File: src/verilog/redmule_cfg_pkg.sv
// Array geometry, operand and accumulator widths, register offsets
// and the datapath struct types
package redmule_cfg_pkg;

  // Array geometry
  // Y words carry ARRAY_WIDTH elements in an OP_W word, so the array must be square
  localparam int unsigned ARRAY_HEIGHT = 4;
  localparam int unsigned ARRAY_WIDTH  = 4;

  localparam int unsigned ELEM_W = 8;
  localparam int unsigned ACC_W  = 32;
  localparam int unsigned OP_W   = ARRAY_HEIGHT * ELEM_W;
  localparam int unsigned SIZE_W = 16;
  localparam int unsigned ROW_W  = $clog2(ARRAY_WIDTH);

  // Register byte offsets
  localparam logic [7:0] REG_CTRL   = 8'h00;
  localparam logic [7:0] REG_STATUS = 8'h04;
  localparam logic [7:0] REG_SIZE_N = 8'h08;
  localparam logic [7:0] REG_JOBS   = 8'h0C;

  typedef logic [ARRAY_WIDTH-1:0][ARRAY_HEIGHT-1:0][ELEM_W-1:0] x_matrix_t;

  typedef struct packed {
    logic                              valid;
    logic [ARRAY_HEIGHT-1:0][ELEM_W-1:0] w;
    logic [ARRAY_WIDTH-1:0][ELEM_W-1:0]  y;
  } engine_req_t;

  typedef struct packed {
    logic              start;
    logic [SIZE_W-1:0] size_n;
  } job_cfg_t;

endpackage

File: src/verilog/redmule_bus_pkg.sv
// AXI4-Lite channel structs, response codes and the operand and result
// stream structs
package redmule_bus_pkg;

  localparam int unsigned AXIL_ADDR_W = 8;
  localparam int unsigned AXIL_DATA_W = 32;

  localparam logic [1:0] AXIL_RESP_OKAY   = 2'b00;
  localparam logic [1:0] AXIL_RESP_SLVERR = 2'b10;

  // Manager driven fields
  typedef struct packed {
    logic                     aw_valid;
    logic [AXIL_ADDR_W-1:0]   aw_addr;
    logic                     w_valid;
    logic [AXIL_DATA_W-1:0]   w_data;
    logic [AXIL_DATA_W/8-1:0] w_strb;
    logic                     b_ready;
    logic                     ar_valid;
    logic [AXIL_ADDR_W-1:0]   ar_addr;
    logic                     r_ready;
  } axil_req_t;

  // Subordinate driven fields
  typedef struct packed {
    logic                   aw_ready;
    logic                   w_ready;
    logic                   b_valid;
    logic [1:0]             b_resp;
    logic                   ar_ready;
    logic                   r_valid;
    logic [AXIL_DATA_W-1:0] r_data;
    logic [1:0]             r_resp;
  } axil_rsp_t;

  typedef struct packed {
    logic                             valid;
    logic [redmule_cfg_pkg::OP_W-1:0] data;
  } op_stream_t;

  typedef struct packed {
    logic valid;
    logic [redmule_cfg_pkg::ARRAY_WIDTH-1:0][redmule_cfg_pkg::ACC_W-1:0] data;
  } z_stream_t;

endpackage

File: src/verilog/redmule_ctrl.sv
// AXI4-Lite register slave with start, status, size and job count
// Also drives busy and the end-of-job event
`timescale 1ns/10ps

module redmule_ctrl (
  input  logic                       clk_i,
  input  logic                       arst_n_i,
  input  redmule_bus_pkg::axil_req_t axil_req_i,
  output redmule_bus_pkg::axil_rsp_t axil_rsp_o,
  input  logic                       job_done_i,
  output redmule_cfg_pkg::job_cfg_t  job_cfg_o,
  output logic                       busy_o,
  output logic                       evt_o
);

  logic                                    wr_fire;
  logic                                    rd_fire;
  logic                                    start_req;
  logic                                    b_valid_q;
  logic                                    r_valid_q;
  logic [1:0]                              b_resp_q;
  logic [1:0]                              r_resp_q;
  logic [redmule_bus_pkg::AXIL_DATA_W-1:0] r_data_q;
  logic [redmule_bus_pkg::AXIL_DATA_W-1:0] rd_data;
  logic                                    start_q;
  logic                                    busy_q;
  logic                                    done_q;
  logic                                    evt_q;
  logic [redmule_cfg_pkg::SIZE_W-1:0]      size_n_q;
  logic [redmule_bus_pkg::AXIL_DATA_W-1:0] jobs_q;

  function automatic logic [1:0] resp_for(input logic [redmule_bus_pkg::AXIL_ADDR_W-1:0] addr);
    logic hit;
    hit = addr inside {redmule_cfg_pkg::REG_CTRL, redmule_cfg_pkg::REG_STATUS,
                       redmule_cfg_pkg::REG_SIZE_N, redmule_cfg_pkg::REG_JOBS};
    return hit ? redmule_bus_pkg::AXIL_RESP_OKAY : redmule_bus_pkg::AXIL_RESP_SLVERR;
  endfunction

  // Address and data are taken together, one write in flight
  assign wr_fire = axil_req_i.aw_valid & axil_req_i.w_valid & ~b_valid_q;
  assign rd_fire = axil_req_i.ar_valid & ~r_valid_q;

  // A start while busy is dropped
  assign start_req = wr_fire & (axil_req_i.aw_addr == redmule_cfg_pkg::REG_CTRL) &
                     axil_req_i.w_strb[0] & axil_req_i.w_data[0] & ~busy_q;

  always_comb begin
    rd_data = '0;
    case (axil_req_i.ar_addr)
      redmule_cfg_pkg::REG_STATUS: rd_data[1:0] = {done_q, busy_q};
      redmule_cfg_pkg::REG_SIZE_N: rd_data[redmule_cfg_pkg::SIZE_W-1:0] = size_n_q;
      redmule_cfg_pkg::REG_JOBS:   rd_data = jobs_q;
      default: ;
    endcase
  end

  always_ff @(posedge clk_i or negedge arst_n_i) begin
    if (!arst_n_i) begin
      b_valid_q <= 1'b0;
      r_valid_q <= 1'b0;
      start_q   <= 1'b0;
      busy_q    <= 1'b0;
      done_q    <= 1'b0;
      evt_q     <= 1'b0;
      size_n_q  <= redmule_cfg_pkg::SIZE_W'(1);
      jobs_q    <= '0;
    end else begin
      start_q <= start_req;
      evt_q   <= job_done_i;
      if (start_req) begin
        busy_q <= 1'b1;
        done_q <= 1'b0;
      end else if (job_done_i) begin
        busy_q <= 1'b0;
        done_q <= 1'b1;
      end
      if (job_done_i) begin
        jobs_q <= jobs_q + 1'b1;
      end
      // Byte strobes apply to the size register
      if (wr_fire && axil_req_i.aw_addr == redmule_cfg_pkg::REG_SIZE_N) begin
        for (int b = 0; b < redmule_cfg_pkg::SIZE_W / 8; b++) begin
          if (axil_req_i.w_strb[b]) begin
            size_n_q[b*8 +: 8] <= axil_req_i.w_data[b*8 +: 8];
          end
        end
      end
      if (wr_fire) begin
        b_valid_q <= 1'b1;
      end else if (axil_req_i.b_ready) begin
        b_valid_q <= 1'b0;
      end
      if (rd_fire) begin
        r_valid_q <= 1'b1;
      end else if (axil_req_i.r_ready) begin
        r_valid_q <= 1'b0;
      end
    end
  end

  always_ff @(posedge clk_i) begin
    if (wr_fire) begin
      b_resp_q <= resp_for(axil_req_i.aw_addr);
    end
    if (rd_fire) begin
      r_data_q <= rd_data;
      r_resp_q <= resp_for(axil_req_i.ar_addr);
    end
  end

  assign axil_rsp_o.aw_ready = wr_fire;
  assign axil_rsp_o.w_ready  = wr_fire;
  assign axil_rsp_o.b_valid  = b_valid_q;
  assign axil_rsp_o.b_resp   = b_resp_q;
  assign axil_rsp_o.ar_ready = ~r_valid_q;
  assign axil_rsp_o.r_valid  = r_valid_q;
  assign axil_rsp_o.r_data   = r_data_q;
  assign axil_rsp_o.r_resp   = r_resp_q;

  assign job_cfg_o.start  = start_q;
  assign job_cfg_o.size_n = size_n_q;
  assign busy_o           = busy_q;
  assign evt_o            = evt_q;

endmodule

File: src/verilog/redmule_engine.sv
// Pipelined multiply-accumulate array with per-stage valid bits
// and one stall that freezes every stage
`timescale 1ns/10ps

module redmule_engine #(
  parameter int unsigned NumPipeRegs = 2
) (
  input  logic                         clk_i,
  input  logic                         arst_n_i,
  input  redmule_cfg_pkg::x_matrix_t   x_i,
  input  redmule_cfg_pkg::engine_req_t req_i,
  output logic                         in_ready_o,
  output redmule_bus_pkg::z_stream_t   z_o,
  input  logic                         z_ready_i
);

  localparam int unsigned Rows = redmule_cfg_pkg::ARRAY_WIDTH;
  localparam int unsigned Cols = redmule_cfg_pkg::ARRAY_HEIGHT;

  typedef logic signed [redmule_cfg_pkg::ACC_W-1:0] acc_elem_t;
  typedef acc_elem_t [Rows-1:0][Cols-1:0] prod_t;
  typedef acc_elem_t [Rows-1:0] acc_t;

  logic             stall;
  logic [NumPipeRegs:0] valid_q;
  prod_t            prod_d;
  acc_t             bias_d;
  prod_t            prod_q [NumPipeRegs];
  acc_t             acc_q  [NumPipeRegs+1];

  // Output held and not taken
  assign stall      = valid_q[NumPipeRegs] & ~z_ready_i;
  assign in_ready_o = ~stall;

  // Stage 0 forms the signed products and the extended bias
  always_comb begin
    for (int r = 0; r < Rows; r++) begin
      bias_d[r] = acc_elem_t'($signed(req_i.y[r]));
      for (int c = 0; c < Cols; c++) begin
        prod_d[r][c] = acc_elem_t'($signed(x_i[r][c])) * acc_elem_t'($signed(req_i.w[c]));
      end
    end
  end

  always_ff @(posedge clk_i or negedge arst_n_i) begin
    if (!arst_n_i) begin
      valid_q <= '0;
    end else if (!stall) begin
      valid_q <= {valid_q[NumPipeRegs-1:0], req_i.valid};
    end
  end

  always_ff @(posedge clk_i) begin
    if (!stall) begin
      prod_q[0] <= prod_d;
      acc_q[0]  <= bias_d;
    end
  end

  // Each later stage adds its share of columns, c mod NumPipeRegs
  for (genvar k = 1; k <= NumPipeRegs; k++) begin : gen_stage
    acc_t sum_d;

    always_comb begin
      sum_d = acc_q[k-1];
      for (int r = 0; r < Rows; r++) begin
        for (int c = 0; c < Cols; c++) begin
          if (c % NumPipeRegs == k - 1) sum_d[r] = sum_d[r] + prod_q[k-1][r][c];
        end
      end
    end

    always_ff @(posedge clk_i) begin
      if (!stall) acc_q[k] <= sum_d;
    end

    if (k < NumPipeRegs) begin : gen_prod
      always_ff @(posedge clk_i) begin
        if (!stall) prod_q[k] <= prod_q[k-1];
      end
    end
  end

  assign z_o.valid = valid_q[NumPipeRegs];
  assign z_o.data  = acc_q[NumPipeRegs];

endmodule

File: src/verilog/redmule_scheduler.sv
// Job FSM steering X rows to the buffer and W/Y pairs to the engine
`timescale 1ns/10ps

module redmule_scheduler (
  input  logic                              clk_i,
  input  logic                              arst_n_i,
  input  redmule_cfg_pkg::job_cfg_t         job_cfg_i,
  input  redmule_bus_pkg::op_stream_t       op_i,
  output logic                              op_ready_o,
  input  logic                              engine_ready_i,
  input  logic                              z_fire_i,
  output logic                              x_load_o,
  output logic [redmule_cfg_pkg::ROW_W-1:0] x_row_o,
  output redmule_cfg_pkg::engine_req_t      engine_req_o,
  output logic                              job_done_o
);

  localparam int unsigned RowW = redmule_cfg_pkg::ROW_W;
  localparam logic [RowW-1:0] LastRow = RowW'(redmule_cfg_pkg::ARRAY_WIDTH - 1);

  typedef enum logic [2:0] {IDLE, LOAD_X, LOAD_W, LOAD_Y, DRAIN} state_e;

  state_e                             state_q;
  state_e                             state_d;
  logic [RowW-1:0]                    row_q;
  logic [redmule_cfg_pkg::SIZE_W-1:0] size_q;
  logic [redmule_cfg_pkg::SIZE_W-1:0] issue_cnt_q;
  logic [redmule_cfg_pkg::SIZE_W-1:0] z_cnt_q;
  logic [redmule_cfg_pkg::OP_W-1:0]   w_q;
  logic                               op_fire;
  logic                               last_issue;
  logic                               last_z;

  assign op_fire    = op_i.valid & op_ready_o;
  assign last_issue = issue_cnt_q == size_q - 1'b1;
  assign last_z     = z_cnt_q == size_q - 1'b1;
  assign job_done_o = (state_q != IDLE) & z_fire_i & last_z;

  always_comb begin
    state_d    = state_q;
    op_ready_o = 1'b0;
    case (state_q)
      IDLE: begin
        if (job_cfg_i.start) state_d = LOAD_X;
      end
      LOAD_X: begin
        op_ready_o = 1'b1;
        if (op_i.valid && row_q == LastRow) state_d = LOAD_W;
      end
      LOAD_W: begin
        op_ready_o = 1'b1;
        if (op_i.valid) state_d = LOAD_Y;
      end
      LOAD_Y: begin
        // Y words wait for a free engine slot
        op_ready_o = engine_ready_i;
        if (op_i.valid && engine_ready_i) state_d = last_issue ? DRAIN : LOAD_W;
      end
      DRAIN: begin
        if (job_done_o) state_d = IDLE;
      end
      default: state_d = IDLE;
    endcase
  end

  assign x_load_o           = (state_q == LOAD_X) & op_i.valid;
  assign x_row_o            = row_q;
  assign engine_req_o.valid = (state_q == LOAD_Y) & op_i.valid;
  assign engine_req_o.w     = w_q;
  assign engine_req_o.y     = op_i.data;

  always_ff @(posedge clk_i or negedge arst_n_i) begin
    if (!arst_n_i) begin
      state_q     <= IDLE;
      row_q       <= '0;
      size_q      <= '0;
      issue_cnt_q <= '0;
      z_cnt_q     <= '0;
    end else begin
      state_q <= state_d;
      if (state_q == IDLE && job_cfg_i.start) begin
        row_q       <= '0;
        size_q      <= job_cfg_i.size_n;
        issue_cnt_q <= '0;
        z_cnt_q     <= '0;
      end
      if (x_load_o) row_q <= row_q + 1'b1;
      if (engine_req_o.valid && engine_ready_i) issue_cnt_q <= issue_cnt_q + 1'b1;
      // Results may leave while later pairs are still loading
      if (z_fire_i && state_q != IDLE) z_cnt_q <= z_cnt_q + 1'b1;
    end
  end

  always_ff @(posedge clk_i) begin
    if (state_q == LOAD_W && op_fire) w_q <= op_i.data;
  end

endmodule

File: src/verilog/redmule_top.sv
// Accelerator top level
// Connects the register slave, scheduler, X buffer and engine
`timescale 1ns/10ps

module redmule_top #(
  parameter int unsigned NumPipeRegs = 2
) (
  input  logic                       clk_i,
  input  logic                       arst_n_i,
  input  redmule_bus_pkg::axil_req_t axil_req_i,
  output redmule_bus_pkg::axil_rsp_t axil_rsp_o,
  input  redmule_bus_pkg::op_stream_t op_i,
  output logic                       op_ready_o,
  output redmule_bus_pkg::z_stream_t z_o,
  input  logic                       z_ready_i,
  output logic                       busy_o,
  output logic                       evt_o
);

  redmule_cfg_pkg::job_cfg_t    job_cfg;
  redmule_cfg_pkg::x_matrix_t   x_matrix;
  redmule_cfg_pkg::engine_req_t engine_req;

  logic                              job_done;
  logic                              x_load;
  logic [redmule_cfg_pkg::ROW_W-1:0] x_row;
  logic                              engine_ready;
  logic                              z_fire;

  // Result handshake seen by the scheduler's counter
  assign z_fire = z_o.valid & z_ready_i;

  redmule_ctrl i_ctrl (
    .clk_i      ( clk_i      ),
    .arst_n_i   ( arst_n_i   ),
    .axil_req_i ( axil_req_i ),
    .axil_rsp_o ( axil_rsp_o ),
    .job_done_i ( job_done   ),
    .job_cfg_o  ( job_cfg    ),
    .busy_o     ( busy_o     ),
    .evt_o      ( evt_o      )
  );

  redmule_scheduler i_scheduler (
    .clk_i          ( clk_i        ),
    .arst_n_i       ( arst_n_i     ),
    .job_cfg_i      ( job_cfg      ),
    .op_i           ( op_i         ),
    .op_ready_o     ( op_ready_o   ),
    .engine_ready_i ( engine_ready ),
    .z_fire_i       ( z_fire       ),
    .x_load_o       ( x_load       ),
    .x_row_o        ( x_row        ),
    .engine_req_o   ( engine_req   ),
    .job_done_o     ( job_done     )
  );

  redmule_x_buffer i_x_buffer (
    .clk_i      ( clk_i     ),
    .arst_n_i   ( arst_n_i  ),
    .load_i     ( x_load    ),
    .row_i      ( x_row     ),
    .row_data_i ( op_i.data ),
    .x_o        ( x_matrix  )
  );

  redmule_engine #(
    .NumPipeRegs ( NumPipeRegs )
  ) i_engine (
    .clk_i      ( clk_i        ),
    .arst_n_i   ( arst_n_i     ),
    .x_i        ( x_matrix     ),
    .req_i      ( engine_req   ),
    .in_ready_o ( engine_ready ),
    .z_o        ( z_o          ),
    .z_ready_i  ( z_ready_i    )
  );

endmodule

File: src/verilog/redmule_x_buffer.sv
// Stationary X matrix storage, loaded one row per input word
`timescale 1ns/10ps

module redmule_x_buffer (
  input  logic                              clk_i,
  input  logic                              arst_n_i,
  input  logic                              load_i,
  input  logic [redmule_cfg_pkg::ROW_W-1:0] row_i,
  input  logic [redmule_cfg_pkg::OP_W-1:0]  row_data_i,
  output redmule_cfg_pkg::x_matrix_t        x_o
);

  redmule_cfg_pkg::x_matrix_t x_q;

  // Matrix starts cleared and then holds for the whole job
  always_ff @(posedge clk_i or negedge arst_n_i) begin
    if (!arst_n_i) begin
      x_q <= '0;
    end else if (load_i) begin
      x_q[row_i] <= row_data_i;
    end
  end

  assign x_o = x_q;

endmodule
File: config.mk
export PLATFORM = sky130hd
export DESIGN_NAME = redmule_top
export DESIGN_NICKNAME = d
export VERILOG_FILES = /design/src/verilog/redmule_cfg_pkg.sv /design/src/verilog/redmule_bus_pkg.sv /design/src/verilog/redmule_ctrl.sv /design/src/verilog/redmule_engine.sv /design/src/verilog/redmule_scheduler.sv /design/src/verilog/redmule_top.sv /design/src/verilog/redmule_x_buffer.sv
export SDC_FILE = /design/constraint.sdc
export NUM_CORES = 2
export LEC_CHECK = 0
export BUFFER_PORTS_ARGS = -buffer_cell sky130_fd_sc_hd__buf_2
export CAP_MARGIN = 5
export CORE_MARGIN = 1.5
export CORE_UTILIZATION = 45
export DETAILED_ROUTE_END_ITERATION = 7
export PLACE_DENSITY = 0.7
export SLEW_MARGIN = 20
export SYNTH_ARGS = -nofsm -noshare
export SYNTH_HDL_FRONTEND = slang
export SYNTH_HIERARCHICAL = 1
export SYNTH_SLANG_ARGS = --single-unit
File: constraint.sdc
create_clock -name clk_i -period 35.7 [get_ports clk_i]
set_input_delay 7.14 -clock clk_i [delete_from_list [all_inputs] [get_ports clk_i]]
set_output_delay 7.14 -clock clk_i [all_outputs]
set_load 0.005 [all_outputs]
==> impl_results.md <==
* CTS HTree Levels at 3
* Synth top area cells: edfxtp_1, fa_1, ha_1
* Fmax at 0.0649 GHz
* IO Port Bufs at 245
* # Max-Cap Violations at 0
* Die Width at 443 um
* Yosys reg bits at 976
* Worst setup path category: in2out
* Clock Latency Late Sink at 0.78 ns
* Post-Synthesis Cells at 7904
* Number of hold buffers added after cts at 0
* Clock transition at path regs at 0.06 ns
* GPL Wtd Cong at 0.870
* Crit path capture: op_ready_o
* # setup viols final at 0
* Largest net degree at the start of global routing at 166
* Post-synth EDFFs at 738
* Initial antenna violation count at 24
* Share of cells above drive strength 1 at 0.0869
* Slew Viols, Final at 0
* Reg2reg end: i_engine/prod_q[0][238]
* DRC Markers at 0
* PostCTS Resize Cnt at 0
* Vias at 54200
* Normalized max-slew margin at 0.240
* Period utilisation layout at 0.431
* Flop-to-flop setup slack at 29.78 ns
* Dpl cell area at 90000 um2
* First-pass GRT wire length at 304000 um
* Outcome: completed
* CP Max Fanout at 26
* # nets final at 9813
* Core area at 192000 um2
* Slowest stage delay, CP at 0.38 ns
* Hold/Removal Path Class: reg2reg
* Area delta synth->final at 7.83%
* IO Pins at 266
* Final hold vios at 0
* Final core utilization at 0.488
* Most frequent cells in the layout: inv_1, fa_1, edfxtp_1, and2_1, ha_1
* Syn Std Cell Area at 87000 um2
* Worst Reg-to-Reg Cells at 19
* Worst Path Required at 28.56 ns
* Fill cells at 17000
* Yosys top cell by area: edfxtp_1
* Netlist cell types at 96
* Worst EP arrival at 8.26 ns
* CP Launch Type: input port
* Vias/cell at 5.11
* Post-synth top flop: edfxtp_1
* Rows at 161
* Total grt overflow at 0
* Fin Clk Skew at 0.0530 ns
* Die Y-Extent at 443 um
* Clk buf depth at 3
* Most common cell after layout, fill and taps aside: inv_1
* Synth async-reset ratio at 0.244
* Root Buffer: clkbuf_16
* Setup TNS at 0 ns
* Nature of the critical path endpoint: output pin
* Yosys top cell area share at 0.255
* TritonCTS clock tree: built
* Slew @ Worst Pin at 1.14 ns
* Routed len/inst at 17.6 um
* CTS Buf Count at 105
* Total Wirelength at 187000 um
* Antenna viol nets, final at 0
* Final Cell Area at 93900 um2
* Crit path cell chain: buf_2, nand2b_4, nor2_1, nor3_1, buf_2
* R2R Path Start: i_scheduler/w_q[27]
* RSZ-0062 raised after global routing: no
* Mapped Avg Cell Area at 11.0 um2
* Sequential cell area fraction in the yosys report at 0.323
* Synth warn at 6
* Buffer count from post-CTS setup fixing at 0
* Starting density of the core at 0.452
* CP most frequent cell: buf_2
* Post-DP HPWL at 145000 um
* Worst path slowest cell: nor3_1
* Length of the first detailed-routing pass in iterations at 8
* Fin Hold WS at 0.389 ns
* Worst Setup SP: z_ready_i
* Die Area at 196000 um2
* Number of global-route vias before repair at 57000
* Aggregate global-route resource usage at 0.195
* Iteration-0 DRC count of the detailed router at 3233
* Post-route minimum period at 15.40 ns
* Clock sinks at 976
[how the worst min path moves through the flow]
stage / startpoint / end / depth (start not counted)
2_1_floorplan: i_engine/prod_q[0][488] / i_engine/prod_q[0][1000] / 0
5_1_grt: i_engine/prod_q[0][365] / i_engine/prod_q[0][877] / 0
3_3_place_gp: i_engine/prod_q[0][352] / i_engine/prod_q[0][864] / 0
6_report: i_engine/prod_q[0][45] / i_engine/prod_q[0][557] / 0
3_5_place_dp: i_engine/prod_q[0][41] / i_engine/prod_q[0][553] / 0
4_1_cts: i_engine/prod_q[0][45] / i_engine/prod_q[0][557] / 0
[registers in the layout, indices dropped and copies added (netlist names), 2 cells and up]
register,cells
i_ctrl/jobs_q,32
i_ctrl/r_data_q,32
i_ctrl/size_n_q,16
i_engine/acc_q,288
i_engine/prod_q,384
i_engine/valid_q,3
i_scheduler/issue_cnt_q,16
i_scheduler/size_q,16
i_scheduler/state_q,3
i_scheduler/w_q,32
i_scheduler/x_row_o,2
i_scheduler/z_cnt_q,16
i_x_buffer/x_o,128
[cells by family (layout without fill, tap and decap cells)]
logic type | count (synthesis) | count (layout) | share of synthesized area
multiplexers | 178 | 178 | 0.0228
adder cells (fa/ha/maj) | 1733 | 1733 | 0.342
other | 1 | 8 | 0.0000431
buffers and inverters | 1802 | 1976 | 0.0857
AND/OR/NAND/NOR | 1947 | 1947 | 0.119
XOR/XNOR | 436 | 436 | 0.0442
flip-flops | 976 | 976 | 0.323
AO/OA/AOI/OAI | 831 | 831 | 0.0633
[area by class of cell]
type / instances / area (um2) / share of cell area
Sequential cell: 976 / 28100 / 0.300
Antenna cell: 6 / 15.0 / 0.000160
Tap cell: 2526 / 3160 / 0.0337
Multi-Input combinational cell: 5127 / 51500 / 0.549
Clock inverter: 72 / 917 / 0.00977
Timing Repair Buffer: 305 / 1830 / 0.0195
Clock buffer: 127 / 2790 / 0.0297
Inverter: 1472 / 5530 / 0.0589
[critical path: cells and delay by family]
family                 cells  cell delay, ns
AND/OR/NAND/NOR            3            0.84
buffers and inverters      2            0.27
[per-stage QoR]
step | setup slack [ns] | instances
detailed placement | 20.27 | 10400
finish | 20.30 | 10600
floorplan | 4.39 | 7905
global placement | 20.31 | 10400
global route | 20.21 | 10600
CTS | 20.26 | 10600
[synth_stat cells, types with 79 or more instances]
cell type  instances
a21o_1            96
a21oi_1          188
and2_1           707
buf_4            173
clkbuf_1         134
dfrtp_1          237
edfxtp_1         738
fa_1            1076
ha_1             657
inv_1           1472
mux2_2           162
nand2_1          449
nand3_1           79
nor2_1           301
nor2b_1          141
o21ai_0          181
xnor2_1          348
xor2_1            86
[layer usage]
metal | share of wire | track usage | vias to the layer above
met5 | 0.00035 | 0 | -
met4 | 0.037 | 0.0727 | 12
met3 | 0.046 | 0.0243 | 318
met2 | 0.49 | 0.333 | 1078
met1 | 0.43 | 0.254 | 27400
li1 | - | - | 25400
Power is left out: the tool's default activity adds up to more than one toggle a clock period on the data nets, which glitch-free logic cannot reach.
